`config.mk`:
```
export PLATFORM = sky130hd
export DESIGN_NAME = sapCpu
export DESIGN_NICKNAME = d
export VERILOG_FILES = /design/src/hw/sapPkg.sv /design/src/hw/controlUnit.sv /design/src/hw/addressUnit.sv /design/src/hw/programMemory.sv /design/src/hw/dataPath.sv /design/src/hw/sapCpu.sv
export VERILOG_INCLUDE_DIRS = /design/src /design/src/hw
export SDC_FILE = /design/constraint.sdc
export NUM_CORES = 1
export LEC_CHECK = 0
export BUFFER_PORTS_ARGS = -buffer_cell sky130_fd_sc_hd__buf_2
export CORE_UTILIZATION = 55
export CTS_CLUSTER_SIZE = 30
export DETAILED_ROUTE_END_ITERATION = 8
export GPL_ROUTABILITY_DRIVEN = 0
export PLACE_DENSITY = 0.72
export SYNTH_ARGS = -nofsm -noshare
export SYNTH_HDL_FRONTEND = slang
export SYNTH_SLANG_ARGS = --single-unit
```
`constraint.sdc`:
```
create_clock -name clk -period 5 [get_ports clk]
set_clock_uncertainty 0.2 [all_clocks]
set_input_delay 0.5 -clock clk [delete_from_list [all_inputs] [get_ports clk]]
set_output_delay 0.5 -clock clk [all_outputs]
set_load 0.01 [all_outputs]
```
`src/hw/sapConfig.svh`:
```
// widths and sizes of the 4-bit teaching CPU, included by the package and the RTL
`ifndef SAP_CONFIG_SVH
`define SAP_CONFIG_SVH

// data path is one nibble wide
`define SAP_DATA_W 4

// operand field addresses the whole memory
`define SAP_ADDR_W 4

// opcode nibble on top of the operand nibble
`define SAP_INSTR_W 8

// words of program memory, one per address
`define SAP_MEM_DEPTH 16

// the instruction format ties these together:
// SAP_INSTR_W is the opcode width plus SAP_ADDR_W,
// SAP_MEM_DEPTH is 2 to the power of SAP_ADDR_W,
// a store writes SAP_DATA_W bits zero-extended to SAP_INSTR_W

`endif

```
`src/hw/sapPkg.sv`:
```
// shared types of the CPU: data, address and instruction words, opcodes, timing states
`default_nettype none

`include "sapConfig.svh"

package sapPkg;

  typedef logic [`SAP_DATA_W-1:0]  dataT;   // register and ALU word
  typedef logic [`SAP_ADDR_W-1:0]  addrT;   // PC, MAR and operand field
  typedef logic [`SAP_INSTR_W-1:0] instrT;  // memory word, opcode in upper half

  // opcode nibble, codes not listed run as no-ops
  typedef enum logic [3:0] {
    OP_ADD   = 4'd1,   // A = A + B
    OP_SUB   = 4'd2,   // A = A - B
    OP_XCHG  = 4'd3,   // swap A and B through TMP
    OP_STORE = 4'd6,   // mem[addr] = A
    OP_LOAD  = 4'd7,   // A = mem[addr]
    OP_AND   = 4'd8,   // A = A & B
    OP_ORMEM = 4'd9,   // B = B | mem[addr]
    OP_OUT   = 4'd10,  // OUT = A
    OP_HLT   = 4'd15
  } opcodeT;

  // one-hot ring counter, one instruction per full turn
  typedef enum logic [5:0] {
    T1 = 6'b000001,  // MAR from PC
    T2 = 6'b000010,  // PC increment
    T3 = 6'b000100,  // IR load
    T4 = 6'b001000,
    T5 = 6'b010000,
    T6 = 6'b100000
  } tStateT;

endpackage

`default_nettype wire

```
`src/hw/controlUnit.sv`:
```
// control sequencer of the CPU: instruction register, T1..T6 ring counter, halt and decode
`timescale 1ns/100ps
`default_nettype none

`include "sapConfig.svh"

module controlUnit import sapPkg::*;
(
  input  logic   clk,
  input  logic   reset,
  input  logic   load,
  input  instrT  memWord,
  output logic   marFromPc,
  output logic   pcInc,
  output logic   irLoad,
  output logic   marFromIr,
  output logic   aFromMem,
  output logic   memWrite,
  output logic   aFromAlu,
  output logic   aFromB,
  output logic   tmpFromA,
  output logic   tmpFromMem,
  output logic   bFromTmp,
  output logic   bFromOr,
  output logic   outLoad,
  output opcodeT aluOp,
  output addrT   irAddr,
  output logic   halted
);

  instrT  instrReg;
  tStateT state;
  opcodeT opcode;
  logic   haltSet;  // HLT seen in T4

  assign opcode = opcodeT'(instrReg[`SAP_INSTR_W-1:`SAP_ADDR_W]);
  assign aluOp  = opcode;
  assign irAddr = instrReg[`SAP_ADDR_W-1:0];  // operand half

  always_ff @(posedge clk)
  begin
    if (!reset)
      instrReg <= '0;  // opcode 0 decodes as no-op
    else if (irLoad)
      instrReg <= memWord;
  end

  // ring counter, parked in T1 during program load and after halt
  always_ff @(posedge clk)
  begin
    if (!reset)
      state <= T1;
    else if (load || halted || haltSet)
      state <= T1;
    else
    begin
      case (state)
        T1:      state <= T2;
        T2:      state <= T3;
        T3:      state <= T4;
        T4:      state <= T5;
        T5:      state <= T6;
        default: state <= T1;
      endcase
    end
  end

  always_ff @(posedge clk)
  begin
    if (!reset)
      halted <= 1'b0;
    else if (haltSet)
      halted <= 1'b1;  // sticky until reset
  end

  // enable decode, everything low unless the state and opcode ask for it
  always_comb
  begin
    marFromPc  = 1'b0;
    pcInc      = 1'b0;
    irLoad     = 1'b0;
    marFromIr  = 1'b0;
    aFromMem   = 1'b0;
    memWrite   = 1'b0;
    aFromAlu   = 1'b0;
    aFromB     = 1'b0;
    tmpFromA   = 1'b0;
    tmpFromMem = 1'b0;
    bFromTmp   = 1'b0;
    bFromOr    = 1'b0;
    outLoad    = 1'b0;
    haltSet    = 1'b0;
    if (!halted)
    begin
      if (load)
        marFromPc = 1'b1;  // MAR just tracks PC while loading
      else
      begin
        case (state)
          T1: marFromPc = 1'b1;
          T2: pcInc     = 1'b1;
          T3: irLoad    = 1'b1;
          T4:
          begin
            case (opcode)
              OP_LOAD, OP_STORE, OP_ORMEM: marFromIr = 1'b1;
              OP_ADD, OP_SUB, OP_AND:      aFromAlu  = 1'b1;
              OP_XCHG:                     tmpFromA  = 1'b1;
              OP_OUT:                      outLoad   = 1'b1;
              OP_HLT:                      haltSet   = 1'b1;
              default: ;
            endcase
          end
          T5:
          begin
            case (opcode)
              OP_LOAD:  aFromMem   = 1'b1;
              OP_STORE: memWrite   = 1'b1;
              OP_ORMEM: tmpFromMem = 1'b1;
              OP_XCHG:  aFromB     = 1'b1;  // old A already in TMP
              default: ;
            endcase
          end
          T6:
          begin
            case (opcode)
              OP_ORMEM: bFromOr  = 1'b1;
              OP_XCHG:  bFromTmp = 1'b1;
              default: ;
            endcase
          end
          default: ;
        endcase
      end
    end
  end

endmodule

`default_nettype wire

```
`src/hw/addressUnit.sv`:
```
// address path of the CPU: program counter and memory address register
`timescale 1ns/100ps
`default_nettype none

module addressUnit import sapPkg::*;
(
  input  logic clk,
  input  logic reset,
  input  logic pcInc,
  input  logic marFromPc,
  input  logic marFromIr,
  input  addrT irAddr,
  output addrT marAddr
);

  addrT pc;
  addrT mar;

  assign marAddr = mar;

  // wraps from 15 back to 0 by width
  always_ff @(posedge clk)
  begin
    if (!reset)
      pc <= '0;
    else if (pcInc)
      pc <= pc + 1'b1;
  end

  // operand address during execute, PC during fetch
  always_ff @(posedge clk)
  begin
    if (!reset)
      mar <= '0;
    else if (marFromIr)
      mar <= irAddr;
    else if (marFromPc)
      mar <= pc;
  end

endmodule

`default_nettype wire

```
`src/hw/programMemory.sv`:
```
// program and data memory of the CPU, written by the load port or a store from A
`timescale 1ns/100ps
`default_nettype none

`include "sapConfig.svh"

module programMemory import sapPkg::*;
(
  input  logic  clk,
  input  logic  load,
  input  logic  memWrite,
  input  addrT  loadAddr,
  input  addrT  marAddr,
  input  instrT loadData,
  input  dataT  aValue,
  output instrT memWord
);

  instrT mem [`SAP_MEM_DEPTH];
  instrT storeWord;

  // upper nibble cleared on a store
  assign storeWord = {{(`SAP_INSTR_W-`SAP_DATA_W){1'b0}}, aValue};

  // load port wins over a store in the same cycle
  always_ff @(posedge clk)
  begin
    if (load)
      mem[loadAddr] <= loadData;
    else if (memWrite)
      mem[marAddr] <= storeWord;
  end

  assign memWord = mem[marAddr];  // async read

endmodule

`default_nettype wire

```
`src/hw/dataPath.sv`:
```
// data path of the CPU: registers A, B and TMP, the ALU and the output register
`timescale 1ns/100ps
`default_nettype none

module dataPath import sapPkg::*;
(
  input  logic   clk,
  input  logic   reset,
  input  logic   aFromMem,
  input  logic   aFromAlu,
  input  logic   aFromB,
  input  logic   tmpFromA,
  input  logic   tmpFromMem,
  input  logic   bFromTmp,
  input  logic   bFromOr,
  input  logic   outLoad,
  input  dataT   memData,
  input  opcodeT aluOp,
  output dataT   aValue,
  output dataT   outValue,
  output logic   outStrobe
);

  dataT regA;
  dataT regB;
  dataT regTmp;
  dataT regOut;
  dataT aluResult;

  // all results are modulo 16 by width
  always_comb
  begin
    case (aluOp)
      OP_ADD:   aluResult = regA + regB;
      OP_SUB:   aluResult = regA - regB;
      OP_AND:   aluResult = regA & regB;
      OP_ORMEM: aluResult = regTmp | regB;  // TMP holds the memory operand
      default:  aluResult = '0;
    endcase
  end

  always_ff @(posedge clk)
  begin
    if (!reset)
      regA <= '0;
    else if (aFromMem)
      regA <= memData;
    else if (aFromAlu)
      regA <= aluResult;
    else if (aFromB)
      regA <= regB;
  end

  always_ff @(posedge clk)
  begin
    if (!reset)
      regTmp <= '0;
    else if (tmpFromA)
      regTmp <= regA;  // first half of XCHG
    else if (tmpFromMem)
      regTmp <= memData;
  end

  always_ff @(posedge clk)
  begin
    if (!reset)
      regB <= '0;
    else if (bFromTmp)
      regB <= regTmp;
    else if (bFromOr)
      regB <= aluResult;
  end

  // output latch, value visible the cycle after the strobe
  always_ff @(posedge clk)
  begin
    if (!reset)
      regOut <= '0;
    else if (outLoad)
      regOut <= regA;
  end

  assign aValue    = regA;
  assign outValue  = regOut;
  assign outStrobe = outLoad;  // high in T4 of OUT only

endmodule

`default_nettype wire

```
`src/hw/sapCpu.sv`:
```
// top level of the 4-bit teaching CPU, connects control, address path, memory and data path
`timescale 1ns/100ps
`default_nettype none

`include "sapConfig.svh"

module sapCpu import sapPkg::*;
(
  input  logic  clk,
  input  logic  reset,
  input  logic  load,      // level, holds the CPU while memory is written
  input  addrT  loadAddr,
  input  instrT loadData,
  output dataT  outValue,
  output logic  outStrobe,
  output logic  halted
);

  logic   marFromPc;
  logic   pcInc;
  logic   irLoad;
  logic   marFromIr;
  logic   aFromMem;
  logic   memWrite;
  logic   aFromAlu;
  logic   aFromB;
  logic   tmpFromA;
  logic   tmpFromMem;
  logic   bFromTmp;
  logic   bFromOr;
  logic   outLoad;
  opcodeT aluOp;
  addrT   irAddr;
  addrT   marAddr;
  instrT  memWord;
  dataT   aValue;

  controlUnit controlUnit_i (
    .clk, .reset, .load, .memWord,
    .marFromPc, .pcInc, .irLoad, .marFromIr, .aFromMem, .memWrite,
    .aFromAlu, .aFromB, .tmpFromA, .tmpFromMem, .bFromTmp, .bFromOr,
    .outLoad, .aluOp, .irAddr, .halted
  );

  addressUnit addressUnit_i (
    .clk, .reset, .pcInc, .marFromPc, .marFromIr, .irAddr, .marAddr
  );

  programMemory programMemory_i (
    .clk, .load, .memWrite, .loadAddr, .marAddr, .loadData, .aValue, .memWord
  );

  // data path sees only the low nibble of a memory word
  dataPath dataPath_i (
    .clk, .reset, .aFromMem, .aFromAlu, .aFromB, .tmpFromA, .tmpFromMem,
    .bFromTmp, .bFromOr, .outLoad,
    .memData (memWord[`SAP_DATA_W-1:0]),
    .aluOp, .aValue, .outValue, .outStrobe
  );

endmodule

`default_nettype wire

```
==> results.md <==
* Synthesis-to-layout area growth at 10.8%
* Status: complete, no violations
* Num rows at 42
* Period utilisation layout at 62.4%
* Maximum resistive drop on vdd at 0.323 mV
* Syn Area/Cell at 14.5 um^2
* Required time of the critical path at 4.86 ns
* Placeable core region at 13200 um^2
* Number of hold-slack violations in the final timing report at 0
* Routed wirelength normalized by instance count at 21.5 um
* GR Util All Layers at 24.1%
* Estimated wirelength of the detail-placed design at 10600 um
* Sequential area share after synthesis at 63.6%
* Fraction of layout cells with a size suffix above 1 at 19.7%
* Startpoint type of the worst setup path: register
* Share of Yosys cell area claimed by the top area cell type at 52.0%
* Source of the critical timing path: controlUnit_i.state[1]
* Vias after detailed routing at 4357
* Critical Path Sink Type: register
* Count of routing violations after the opening detailed-route iteration at 539
* Antenna diode count at 0
* Post-route design area at 8200 um^2
* Post-Synthesis Cell Area at 7400 um^2
* Path class of the lowest-slack min-delay path: register to register
* Die Ht at 118 um
* Post-synthesis net count at 531
* Final antenna-violating net count at 0
* Cell at the slowest stage of the critical path: or4_4
* Port Buffer Count at 20
* Post-DR vias/cell at 6.09
* Yosys warning count at 0
* Clock tree root driver cell: clkbuf_16
* Predominant post-synthesis flop cell: edfxtp_1
* Buffers from clock root to sink, at most at 2
* Wire length of the first global-routing pass at 24700 um
* Post-cts hold buffer count at 0
* Placed instance area at 7610 um^2
* Ordered cell list for the critical path: nor3_2, nand3_1, or4_4, nor3_1, a31oi_1, nor2_1
* DR DRC count at 0
* Time the final worst path needs with I/O delays and setup at 3.12 ns
* Largest net degree at the start of global routing at 37
* Synth cell types at 63
* Number of synthesized flops with an enable pin at 128
* Top cell type by total area after synthesis: edfxtp_1
* Count of max-cap constraint violations at 0
* Final #Nets at 548
* Setup TNS at 0 ns
* Number of max-slew violations in the final report at 0
* Top post-synthesis cells by area: edfxtp_1 52%, dfxtp_1 12%, mux4_2 10%, nor2_1 2.4%, nand2_1 1.9%
* Cells after synthesis at 509
* Pwr/cell area at 357 nW/um^2
* Largest stage delay on the critical path at 0.68 ns
* Post-cts gate resize count at 0
* Worst rel slew slack at 28.1%
* DIE AREA at 13900 um^2
* CP Class: register to register
* Vias in the first global route at 4298
* Post-synth ARST share at 0%
* Total clock buffers created by CTS at 17
* Antenna violations before repair at 0
* CP arrival at 2.98 ns
* Sink Count at 171
* Global route overflow at 0
* Launching point of the worst reg2reg path: controlUnit_i.state[1]
* Count of buffering cells on the critical path with inverters included at 0
* Tightest Pin Transition at 1.08 ns
* Worst-Skew Late Latency at 0.43 ns
* Maximum level of the CTS H-tree at 4
* Post-synthesis register bit count at 171
* Highest net fanout along the worst path at 20
* Setup repair after global routing missed its margin: false
* Count of TritonRoute iterations in the first routing pass at 5
* Setup-failing EPs final at 0
* Top-level I/O count at 21
* Number of fill cells at 987
* CTS tree: yes
* Hold Crit Start: dataPath_i.outValue[2]
* WL final at 15400 um
* Initial Utilization at 56.1%
* Leakage at 2.69 nW
* Die extent in x at 118 um
* Clock transition at the register clock pins on the worst setup and hold paths after CTS at 0.07 ns
* Peak clock frequency supported by timing at 320 MHz
* Post-CTS setup repair buffer count at 0
* CP top delay family: simple AND/OR/NAND/NOR gates
[synthesized netlist by cell type (8+ instances only)]
cell      instances
a21oi_1           8
nor2b_1          12
mux4_2           34
o21ai_0          12
nor3_1           10
clkbuf_1         13
nand2_1          37
nand3_1           8
dfxtp_1          43
edfxtp_1        128
inv_1            12
mux2i_1          10
and2_1           11
a21boi_0          8
nor2_1           48
[sequential cells by signal (all words and copies together) (netlist names), named ones only]
register and cells:
controlUnit_i.state 6, dataPath_i.regTmp 4, addressUnit_i.pc 4, controlUnit_i.instrReg 8
dataPath_i.aValue 4, programMemory_i.mem 128, dataPath_i.regB 4, dataPath_i.outValue 4
addressUnit_i.marAddr 4, controlUnit_i.halted 1
[logic make-up (layout without fill, tap and decap cells)]
logic type	after synthesis	count (layout)	synth area share (%)
compound gates	70	70	6.95
xor+xnor	8	8	0.947
fa+ha+maj	7	7	1.29
buf+inv	38	68	2.45
flops	171	171	63.6
mux	52	52	13.3
simple gates	163	163	11.4
[cells in the final DEF, fill, tap and decap left out, types with 3 or more instances in the layout]
master,synthesis,final
dfxtp_1,43,42
nand2_1,37,37
mux2_2,6,6
mux2i_1,10,10
inv_8,0,3
o21a_1,4,4
and3_1,5,5
xnor2_1,5,5
a221oi_1,3,3
ha_1,6,6
mux4_2,34,34
a22oi_1,6,6
buf_2,6,20
a21boi_0,8,8
nor2b_1,12,12
and2_1,11,11
inv_1,12,12
clkbuf_16,0,17
o32ai_1,4,4
o211a_1,4,4
nor3_1,10,10
or3_1,5,5
xor2_1,3,3
a211o_1,3,3
nand3b_1,3,3
nor3b_1,5,5
a31oi_1,5,5
nor2_1,48,48
inv_6,0,4
nand3_1,8,8
edfxtp_1,128,128
buf_4,1,4
a21oi_1,8,8
o21ai_0,12,12
[path summary, 6_finish.rpt]
check | endpoint | depth (start not counted) | slack [ns]
hold / removal | dataPath_i.outValue[2] | 2 | 0.27
setup / recovery | programMemory_i.mem[0][2] | 6 | 1.88
hold reg to reg | dataPath_i.outValue[2] | 2 | 0.27
setup reg to reg | programMemory_i.mem[0][2] | 6 | 1.88
[power breakdown]
part | internal, mW | total [mW] | switching, mW
clock | 0.748 | 1.31 | 0.566
sequential | 1.54 | 1.54 | 0.00522
combinational | 0.0204 | 0.0683 | 0.0479
[final cells by class]
type / instances / area, um^2 / share of cell area, %
Multi-Input combinational cell: 300 / 2510 / 30.6
Clock buffer: 18 / 429 / 5.24
Timing Repair Buffer: 24 / 130 / 1.59
Clock inverter: 14 / 158 / 1.92
Sequential cell: 171 / 4710 / 57.4
Tap cell: 176 / 220 / 2.69
Inverter: 12 / 45.0 / 0.549
[per-stage QoR]
stage	utilization, %	power [mW]	hold WS [ns]	cells	setup slack (ns)
after global placement	57.7	1.64	0.250	683	1.88
final	62.2	2.92	0.268	715	1.88
after CTS	62.2	2.94	0.272	715	1.88
after global routing	62.2	3.00	0.299	715	1.69
after detailed placement	57.7	1.64	0.263	683	1.77
after floorplan	-	1.61	0.271	509	2.22
[worst min-delay path, cell delays in order (launching register included)]
cell and delay [ns]:
dfxtp_1 0.31, nand2_1 0.05, a21boi_0 0.07
[layer usage]
| metal | up-vias | global-route usage, % | routed length (um) |
|---|---|---|---|
| met5 | - | 0 | 0 |
| met4 | 0 | 10.0 | 378 |
| met3 | 27 | 4.94 | 838 |
| met2 | 162 | 36.7 | 7400 |
| met1 | 2176 | 34.0 | 6750 |
| li1 | 1992 | - | - |
Note: power is estimated with default switching activity, not from simulation.
